[src/verilog/tnn_cfg_pkg.sv]
`default_nettype none

package tnn_cfg_pkg;

    localparam int feat_cnt   = 11;
    localparam int feat_bits  = 4;
    localparam int hidden_cnt = 40;
    localparam int class_cnt  = 6;

    localparam int sum_bits   = $clog2(hidden_cnt + 1); // popcount of up to 40 agreeing bits
    localparam int score_bits = sum_bits + 1;           // room for the doubled count plus bias
    localparam int index_bits = $clog2(feat_cnt + 1) + feat_bits;
    localparam int class_bits = $clog2(class_cnt);

    typedef logic [feat_bits-1:0]  feature_t;
    typedef logic [hidden_cnt-1:0] hidden_t;
    typedef logic [class_bits-1:0] class_t;
    typedef logic [score_bits-1:0] score_t;

    // the input bus is seen either as one flat word or as eleven nibbles,
    // with feature 0 in the top nibble
    typedef union packed {
        logic [feat_cnt*feat_bits-1:0] flat;
        feature_t [0:feat_cnt-1]       field;
    } feature_word_t;

endpackage

`default_nettype wire

[src/verilog/tnn_weights_pkg.sv]
`default_nettype none

package tnn_weights_pkg;

    import tnn_cfg_pkg::*;

    // bit k of a mask selects feature k, four neurons per line
    localparam logic [feat_cnt-1:0] pos_mask [hidden_cnt] = '{
        11'b01000100100, 11'b00101000000, 11'b00000000000, 11'b00101010000,
        11'b00000010110, 11'b01001100110, 11'b00000000000, 11'b10010000100,
        11'b00001011110, 11'b10000001111, 11'b01000000000, 11'b10000000000,
        11'b10000000010, 11'b10101100101, 11'b00011101110, 11'b00001000010,
        11'b10010000000, 11'b01001000101, 11'b10111100100, 11'b10010100000,
        11'b01010000000, 11'b00000101000, 11'b11001010001, 11'b00100100101,
        11'b00010110100, 11'b10000101000, 11'b00100101101, 11'b10000010001,
        11'b00010000110, 11'b00001010011, 11'b10100000101, 11'b00010001000,
        11'b10100101101, 11'b11001000000, 11'b00001000001, 11'b01000100001,
        11'b00000011001, 11'b00000000000, 11'b00011011011, 11'b00011100000
    };

    localparam logic [feat_cnt-1:0] neg_mask [hidden_cnt] = '{
        11'b00011011011, 11'b10000101001, 11'b00000000000, 11'b10000100000,
        11'b11110100000, 11'b00110000001, 11'b00000000000, 11'b00001110001,
        11'b11000000001, 11'b00000100000, 11'b00011000110, 11'b00011100110,
        11'b01010100100, 11'b01000000010, 11'b00000010000, 11'b01100000000,
        11'b00100101110, 11'b10000110000, 11'b00000010000, 11'b01101000001,
        11'b00000000101, 11'b11100010001, 11'b00000000010, 11'b00001011010,
        11'b11100001000, 11'b00101000010, 11'b11010010010, 11'b00001000100,
        11'b01001000000, 11'b01000000100, 11'b01011100000, 11'b11000000010,
        11'b00010000010, 11'b00000011101, 11'b11100000100, 11'b00111001100,
        11'b00010100010, 11'b00000000000, 11'b00100000000, 11'b11100000100
    };

    // hidden bits that vote for a class when set
    localparam hidden_t class_true_mask [class_cnt] = '{
        40'h8050400014,
        40'h0820002E00,
        40'h0200006110,
        40'h0300800040,
        40'h3300404884,
        40'h2A42002040
    };

    // hidden bits that vote for a class when clear
    localparam hidden_t class_inv_mask [class_cnt] = '{
        40'h0024861009,
        40'h0010000020,
        40'h0802001203,
        40'h8400001002,
        40'h00A210900B,
        40'h0000005111
    };

    localparam score_t class_bias [class_cnt] = '{4, 10, 7, 10, 0, 6};

endpackage

`default_nettype wire

[src/verilog/argmax.sv]
`timescale 1ns/1ps
`default_nettype none

module argmax (
    input  tnn_cfg_pkg::score_t scores [tnn_cfg_pkg::class_cnt],
    output tnn_cfg_pkg::class_t index_max
);

    import tnn_cfg_pkg::*;

    score_t best;

    // strictly greater replaces the best, so the lowest index keeps a tie
    always_comb begin
        best      = scores[0];
        index_max = '0;
        for (int c = 1; c < class_cnt; c++) begin
            if (scores[c] > best) begin
                best      = scores[c];
                index_max = class_t'(c);
            end
        end
    end

endmodule

`default_nettype wire

[src/verilog/feature_capture.sv]
`timescale 1ns/1ps
`default_nettype none

module feature_capture (
    input  logic                       clk,
    input  logic                       reset,
    input  tnn_cfg_pkg::feature_word_t features,
    input  logic                       features_valid,
    output tnn_cfg_pkg::feature_word_t feature_reg,
    output logic                       feature_valid_q
);

    // the word is only loaded on a strobe so the neurons see a stable sample in between
    always_ff @(posedge clk) begin
        if (reset) begin
            feature_reg <= '0;
        end else if (features_valid) begin
            feature_reg <= features;
        end
    end

    always_ff @(posedge clk) begin
        if (reset) begin
            feature_valid_q <= 1'b0;
        end else begin
            feature_valid_q <= features_valid;
        end
    end

endmodule

`default_nettype wire

[src/verilog/ternary_neuron.sv]
`timescale 1ns/1ps
`default_nettype none

module ternary_neuron #(
    parameter int neuron_id = 0
) (
    input  logic                       clk,
    input  logic                       reset,
    input  tnn_cfg_pkg::feature_word_t feature_reg,
    output logic                       hidden_bit
);

    import tnn_cfg_pkg::*;
    import tnn_weights_pkg::*;

    localparam logic [feat_cnt-1:0] pos_sel = pos_mask[neuron_id];
    localparam logic [feat_cnt-1:0] neg_sel = neg_mask[neuron_id];
    localparam bit has_weights = |{pos_sel, neg_sel}; // pruned neurons never fire

    logic [index_bits-1:0] pos_sum;
    logic [index_bits-1:0] neg_sum;

    always_comb begin
        pos_sum = '0;
        neg_sum = '0;
        for (int k = 0; k < feat_cnt; k++) begin
            if (pos_sel[k]) begin
                pos_sum = pos_sum + index_bits'(feature_reg.field[k]);
            end
            if (neg_sel[k]) begin
                neg_sum = neg_sum + index_bits'(feature_reg.field[k]);
            end
        end
    end

    always_ff @(posedge clk) begin
        if (reset) begin
            hidden_bit <= 1'b0;
        end else begin
            hidden_bit <= has_weights && (pos_sum >= neg_sum); // ties count as firing
        end
    end

endmodule

`default_nettype wire

[src/verilog/class_scorer.sv]
`timescale 1ns/1ps
`default_nettype none

module class_scorer (
    input  logic                 clk,
    input  logic                 reset,
    input  tnn_cfg_pkg::hidden_t hidden_reg,
    input  logic                 hidden_valid,
    output tnn_cfg_pkg::class_t  prediction,
    output logic                 prediction_valid
);

    import tnn_cfg_pkg::*;
    import tnn_weights_pkg::*;

    hidden_t             agree [class_cnt];
    logic [sum_bits-1:0] count [class_cnt];
    score_t              scores [class_cnt];
    class_t              index_max;

    always_comb begin
        for (int c = 0; c < class_cnt; c++) begin
            // a bit agrees when it matches the polarity the class expects
            agree[c] = (hidden_reg & class_true_mask[c]) | (~hidden_reg & class_inv_mask[c]);
            count[c] = '0;
            for (int h = 0; h < hidden_cnt; h++) begin
                count[c] = count[c] + sum_bits'(agree[c][h]);
            end
            scores[c] = score_t'({count[c], 1'b0}) + class_bias[c];
        end
    end

    argmax argmax_inst (
        .scores    (scores),
        .index_max (index_max)
    );

    always_ff @(posedge clk) begin
        if (reset) begin
            prediction       <= '0;
            prediction_valid <= 1'b0;
        end else begin
            prediction_valid <= hidden_valid;
            if (hidden_valid) begin
                prediction <= index_max; // held until the next valid result
            end
        end
    end

endmodule

`default_nettype wire

[src/verilog/tnn_classifier.sv]
`timescale 1ns/1ps
`default_nettype none

module tnn_classifier (
    input  logic                       clk,
    input  logic                       reset,
    input  tnn_cfg_pkg::feature_word_t features,
    input  logic                       features_valid,
    output tnn_cfg_pkg::class_t        prediction,
    output logic                       prediction_valid
);

    import tnn_cfg_pkg::*;

    feature_word_t feature_reg;
    logic          feature_valid_q;
    hidden_t       hidden_reg;
    logic          hidden_valid;

    feature_capture feature_capture_inst (
        .clk             (clk),
        .reset           (reset),
        .features        (features),
        .features_valid  (features_valid),
        .feature_reg     (feature_reg),
        .feature_valid_q (feature_valid_q)
    );

    generate
        for (genvar n = 0; n < hidden_cnt; n++) begin : g_neuron
            ternary_neuron #(
                .neuron_id (n)
            ) ternary_neuron_inst (
                .clk         (clk),
                .reset       (reset),
                .feature_reg (feature_reg),
                .hidden_bit  (hidden_reg[n])
            );
        end
    endgenerate

    // the neurons carry no valid of their own, the strobe follows them here
    always_ff @(posedge clk) begin
        if (reset) begin
            hidden_valid <= 1'b0;
        end else begin
            hidden_valid <= feature_valid_q;
        end
    end

    class_scorer class_scorer_inst (
        .clk              (clk),
        .reset            (reset),
        .hidden_reg       (hidden_reg),
        .hidden_valid     (hidden_valid),
        .prediction       (prediction),
        .prediction_valid (prediction_valid)
    );

endmodule

`default_nettype wire

[config.mk]
export PLATFORM = sky130hd
export DESIGN_NAME = tnn_classifier
export DESIGN_NICKNAME = d
export VERILOG_FILES = /design/src/verilog/tnn_cfg_pkg.sv /design/src/verilog/tnn_weights_pkg.sv /design/src/verilog/argmax.sv /design/src/verilog/feature_capture.sv /design/src/verilog/ternary_neuron.sv /design/src/verilog/class_scorer.sv /design/src/verilog/tnn_classifier.sv
export SDC_FILE = /design/constraint.sdc
export NUM_CORES = 1
export LEC_CHECK = 0
export BUFFER_PORTS_ARGS = -buffer_cell sky130_fd_sc_hd__buf_4
export CORE_ASPECT_RATIO = 1.1
export CORE_MARGIN = 3
export CORE_UTILIZATION = 57
export DETAILED_ROUTE_END_ITERATION = 10
export PLACE_DENSITY = 0.73
export SYNTH_ARGS = -nofsm -noshare
export SYNTH_HDL_FRONTEND = slang
export SYNTH_HIERARCHICAL = 1
export SYNTH_SLANG_ARGS = --single-unit
[constraint.sdc]
create_clock -name clk -period 20.4 [get_ports clk]
set_clock_uncertainty 0.2 [all_clocks]
set_input_delay 1.02 -clock clk [delete_from_list [all_inputs] [get_ports clk]]
set_output_delay 1.02 -clock clk [all_outputs]
set_load 0.03 [all_outputs]
==> flow_metrics.py, run 1 <==
metrics = {
    "cts": {
        "cts_buffers": 9,
        "insertion_delay_ns": 0.37,
        "cts_buffer_depth": 2,
        "clk_pin_slew_ns": 0.06,
        "cts_num_sinks": 81,
        "cts_setup_buffers": 0,
        "cts_hold_buf": 0,
        "htreeDepth": 3,
        "clock-root-buffer": "clkbuf_16",
        "cts_resized": 0,
        "cts_tree": "built",
    },
    "placement": {
        "routabilityCongestion": 0.895,
        "dp_hpwl_mm": 49.5,
        "dp_cells": 3391,
        "portBuffers": 50,
    },
    "route": {
        "vias": 18837,
        "route.detailed.drc": 0,
        "drtAntennaViolNets": 0,
        "drtIter0Drc": 911,
        "avgRoutedWirePerCell_um": 19.5,
        "dr.pass1.iters": 5,
        "wl_mm": 66.4,
        "via_per_inst": 5.53,
    },
    "sta": {
        "max_freq_ghz": 0.0801,
        "maxSlewViolCount": 0,
        "grt_setup_unrepaired": "no",
        "finalHoldViolations": 0,
        "setup_viol": 0,
        "timing.hold.ws_ns": 0.245,
        "period_needed_ns": 12.48,
        "finalSetupTns_ns": 0,
        "tightest_slew_ns": 1.02,
        "timing.final.crit_share_pct": 61.2,
        "relSlewSlack_pct": 31.7,
    },
    "grt": {
        "grt_pass1_vias": 20195,
        "grt_max_degree": 59,
        "grt_overflow": 0,
        "grt_usage_pct": 29.1,
        "grt_antenna_before_repair": 3,
        "grt_pass1_wl_mm": 106,
    },
    "setup_path": {
        "slowest_stage": "fa_1",
        "r2r-end": "class_scorer_inst/prediction[1]$_SDFFE_PP0P_",
        "startpoint_type": "flip-flop",
        "rr_worst_depth": 55,
        "worstSetupStartpoint": "g_neuron[12].ternary_neuron_inst/hidden_bit$_SDFF_PP0_",
        "worstPathMaxFanout": 9,
        "crit_required_ns": 20.49,
        "crit_type": "reg2reg",
        "critPathMaxStageDelay_ns": 0.54,
        "r2r-start": "g_neuron[12].ternary_neuron_inst/hidden_bit$_SDFF_PP0_",
        "worstSetupEndpointType": "flip-flop",
        "rrSetupSlack_ns": 7.92,
        "crit_end": "class_scorer_inst/prediction[1]$_SDFFE_PP0P_",
        "critPathArrivalTime_ns": 12.57,
    },
    "floorplanning": {
        "placementRows": 80,
        "dieArea_um2": 47100,
        "die_w_um": 207,
        "start_util_pct": 58.1,
        "chipHeight_um": 227,
        "io_pins": 51,
        "core_area_um2": 43600,
    },
    "layout": {
        "syn_to_final_growth_pct": 6.76,
        "drive_gt1_share_pct": 6.95,
        "fill_cells": 3759,
        "fin_nets": 3766,
        "largest_register_ffs": 44,
        "final_cell_count_no_fill": 3408,
    },
    "worst_hold_path": {
        "hold_class": "reg2reg",
    },
    "outcome": {
        "status": "finished clean",
    },
    "logic_synthesis": {
        "syn_avg_cell_area_um2": 9.35,
        "synthCells": 2712,
        "synth_warnings": 6,
        "synth.cell_area_um2": 25400,
    },
    "job": {
        "maxCapViolCount": 0,
    },
}
-- how the worst min path moves through the flow --
| stage | start | endpoint | slack (ns) | cells after the start |
|---|---|---|---|---|
| finish | feature_capture_inst/feature_valid_q$_SDFF_PP0_ | hidden_valid$_SDFF_PP0_ | 0.24 | 1 |
| global route | feature_capture_inst/feature_valid_q$_SDFF_PP0_ | hidden_valid$_SDFF_PP0_ | 0.26 | 1 |
| CTS | feature_capture_inst/feature_valid_q$_SDFF_PP0_ | hidden_valid$_SDFF_PP0_ | 0.25 | 1 |
| detailed placement | feature_capture_inst/feature_valid_q$_SDFF_PP0_ | hidden_valid$_SDFF_PP0_ | 0.24 | 1 |
| global placement | feature_capture_inst/feature_valid_q$_SDFF_PP0_ | hidden_valid$_SDFF_PP0_ | 0.23 | 1 |
| floorplan | feature_capture_inst/feature_valid_q$_SDFF_PP0_ | hidden_valid$_SDFF_PP0_ | 0.23 | 1 |
-- critical path, delay by kind of cell (launching register included) --
family	cells	cell delay, ns
buffers and inverters	9	0.83
flip-flops	1	0.36
AND/OR/NAND/NOR	13	2.00
AO/OA/AOI/OAI	16	3.22
adder cells (fa/ha/maj)	14	5.08
multiplexers	3	0.68
-- metal layers --
layer	vias up	global-route usage, %	routed length [µm]
li1	8633	-	-
met1	9363	34.7	25700
met2	597	50.3	32000
met3	240	6.09	4800
met4	4	14.5	3860
met5	-	0	26
-- stage by stage --
step | utilization [%] | setup WS, ns | instance area, µm²
4_1_cts | 62.0 | 7.89 | 27100
3_5_place_dp | 61.3 | 7.91 | 26800
6_report | 62.0 | 7.92 | 27100
5_1_grt | 62.0 | 6.92 | 27100
2_1_floorplan | - | 9.22 | 25400
3_3_place_gp | 61.3 | 8.32 | 26800
-- layout make-up --
cell class	count	area [µm²]	area share, %
clock buffer	10	239	0.883
inverter	903	3390	12.5
multi-input combinational	1736	20300	75.0
sequential	81	1630	6.03
tap	574	718	2.65
timing repair buffer	97	728	2.69
clock inverter	6	71.3	0.263
antenna	1	2.50	0.00924
-- layout by cell type (no fill, tap or decap), types with 7 or more instances in the layout --
cell,n
a211o_1,8
a211oi_1,10
a21o_1,106
a21oi_1,105
a21oi_2,23
a221oi_1,8
a31oi_1,15
buf_4,97
clkbuf_16,9
conb_1,26
dfxtp_1,72
dfxtp_2,9
fa_1,419
ha_1,472
inv_1,901
mux2i_1,58
nand2_1,17
nand2b_1,23
nand3_1,14
nand4b_1,8
nor2_1,81
nor2b_1,30
o2111ai_1,8
o211ai_1,9
o21a_1,10
o21ai_0,25
o21ai_1,15
o21bai_1,8
o22ai_1,7
xnor2_1,50
xor2_1,70
Power of run 1 is left out: the tool's default activity adds up to more than one toggle a clock period on the data nets, which glitch-free logic cannot reach.
==> inputs of run 2 (changes only) <==
--- a/config.mk
+++ b/config.mk
@@ -10,7 +10,7 @@
 export CORE_MARGIN = 3
 export CORE_UTILIZATION = 57
 export DETAILED_ROUTE_END_ITERATION = 10
-export PLACE_DENSITY = 0.73
+export PLACE_DENSITY = 0.76
 export SYNTH_ARGS = -nofsm -noshare
 export SYNTH_HDL_FRONTEND = slang
 export SYNTH_HIERARCHICAL = 1
==> constraint.sdc (replaced) <==
create_clock -name clk -period 9.98 [get_ports clk]
set_clock_uncertainty 0.2 [all_clocks]
set_input_delay 0.499 -clock clk [delete_from_list [all_inputs] [get_ports clk]]
set_output_delay 0.499 -clock clk [all_outputs]
set_load 0.03 [all_outputs]
==> flow_metrics.py, run 2 (synthesis results as in run 1) <==
metrics = {
    "route": {
        "dr.pass1.iters": 6,
        "drtAntennaViolNets": 0,
        "drtIter0Drc": 1133,
        "wl_mm": 66.7,
        "via_per_inst": 5.52,
        "avgRoutedWirePerCell_um": 19.2,
        "vias": 19176,
        "route.detailed.drc": 0,
    },
    "setup_path": {
        "r2r-start": "g_neuron[12].ternary_neuron_inst/hidden_bit$_SDFF_PP0_",
        "startpoint_type": "flip-flop",
        "slowest_stage": "fa_1",
        "crit_required_ns": 10.06,
        "critPathMaxStageDelay_ns": 0.53,
        "crit_type": "reg2reg",
        "rrSetupSlack_ns": -0.85,
        "worstPathMaxFanout": 5,
        "critPathMostFrequentCell": "inv_2",
        "worstSetupStartpoint": "g_neuron[12].ternary_neuron_inst/hidden_bit$_SDFF_PP0_",
        "crit_end": "class_scorer_inst/prediction[1]$_SDFFE_PP0P_",
        "critPathArrivalTime_ns": 10.92,
        "r2r-end": "class_scorer_inst/prediction[1]$_SDFFE_PP0P_",
        "rr_worst_depth": 59,
        "worstSetupEndpointType": "flip-flop",
    },
    "cts": {
        "htreeDepth": 3,
        "cts_num_sinks": 81,
        "cts_buffers": 9,
        "cts_hold_buf": 0,
        "cts_buffer_depth": 2,
        "cts_tree": "built",
        "insertion_delay_ns": 0.36,
        "clock-root-buffer": "clkbuf_16",
        "clk_pin_slew_ns": 0.08,
    },
    "layout": {
        "largest_register_ffs": 44,
        "drive_gt1_share_pct": 10.3,
        "fill_cells": 3593,
        "fin_nets": 3834,
        "final_common_cell": "inv_1",
        "syn_to_final_growth_pct": 9.56,
        "mostFrequentLayoutCells": "894 x inv_1, 466 x ha_1, 418 x fa_1",
    },
    "floorplanning": {
        "start_util_pct": 58.1,
        "die_w_um": 207,
        "core_area_um2": 43600,
        "chipHeight_um": 227,
        "placementRows": 80,
        "dieArea_um2": 47100,
        "io_pins": 51,
    },
    "sta": {
        "fin_ws_ns": -0.852,
        "timing.final.crit_share_pct": 109,
        "grt_setup_unrepaired": "yes",
        "setup_viol": 3,
        "period_needed_ns": 10.83,
        "finalHoldViolations": 0,
        "maxSlewViolCount": 0,
        "tightest_slew_ns": 1.08,
        "max_freq_ghz": 0.0923,
        "timing.hold.ws_ns": 0.173,
        "relSlewSlack_pct": 27.8,
    },
    "outcome": {
        "status": "complete, but fails checks",
        "violations": "setup timing",
    },
    "grt": {
        "grt_pass1_wl_mm": 107,
        "grt_antenna_before_repair": 2,
        "grt_usage_pct": 29.2,
        "grt_overflow": 0,
        "grt_pass1_vias": 20975,
        "grt_max_degree": 62,
    },
    "placement": {
        "portBuffers": 50,
        "routabilityCongestion": 0.864,
        "dp_hpwl_mm": 48.2,
    },
    "worst_hold_path": {
        "hold_class": "in2reg",
        "hold_depth": 3,
    },
    "job": {
        "maxCapViolCount": 0,
    },
}
[run 2: critical path: cells and delay by family (launching register included)]
kind	cells	cell delay (ns)
xor gates and xnor gates	1	0.12
muxes	3	0.55
adders and majority gates	14	4.73
AOI/OAI and AO/OA	16	2.30
DFF	1	0.33
and+or+nand+nor	15	1.81
buffers and inverters	10	0.71
[run 2: worst min path at each step]
stage / startpoint / end / slack, ns
5_1_grt: features[42] / feature_capture_inst/feature_reg[42]$_SDFFE_PP0P_ / 0.18
4_1_cts: features[19] / feature_capture_inst/feature_reg[19]$_SDFFE_PP0P_ / 0.17
2_1_floorplan: feature_capture_inst/feature_valid_q$_SDFF_PP0_ / hidden_valid$_SDFF_PP0_ / 0.23
3_5_place_dp: feature_capture_inst/feature_valid_q$_SDFF_PP0_ / hidden_valid$_SDFF_PP0_ / 0.24
3_3_place_gp: feature_capture_inst/feature_valid_q$_SDFF_PP0_ / hidden_valid$_SDFF_PP0_ / 0.23
6_report: features[42] / feature_capture_inst/feature_reg[42]$_SDFFE_PP0P_ / 0.17
[run 2: metrics by stage]
step                      area (µm²)  setup TNS [ns]  utilization (%)  setup slack, ns  instances
after CTS                      27700           -2.64             63.4           -0.933       3471
after detailed placement       27200           -3.23             62.3            -1.13       3438
after floorplan                25500           -2.38                -           -0.855       2733
after global routing           27800           -4.23             63.7            -1.47       3475
final                          27800           -2.43             63.7           -0.852       3476
after global placement         27200           -2.30             62.3           -0.822       3438
[run 2: timing repair]
action,4_1_cts,5_1_grt
endpoints found under the setup margin,3,3
setup buffers,17,4
pin swaps,14,7
gates resized for setup,8,21
[run 2: metal layers]
metal	vias up	share of wire, %	GRT usage (%)
met5	-	0.019	0
met4	2	5.3	13.3
met3	237	7.4	4.44
met2	679	49	52.0
met1	9490	38	35.3
li1	8768	-	-
[run 2: cell type report]
cell class	instances	area [µm²]	area share, %
repair buffers	165	1240	4.47
clock inverters	6	68.8	0.248
well taps	574	718	2.59
multi-input cells	1736	20500	73.8
diodes	1	2.50	0.00901
flip-flops and latches	81	1630	5.87
inverters	903	3400	12.2
clock buffers	10	229	0.824
Power of run 2 is left out for the same reason.
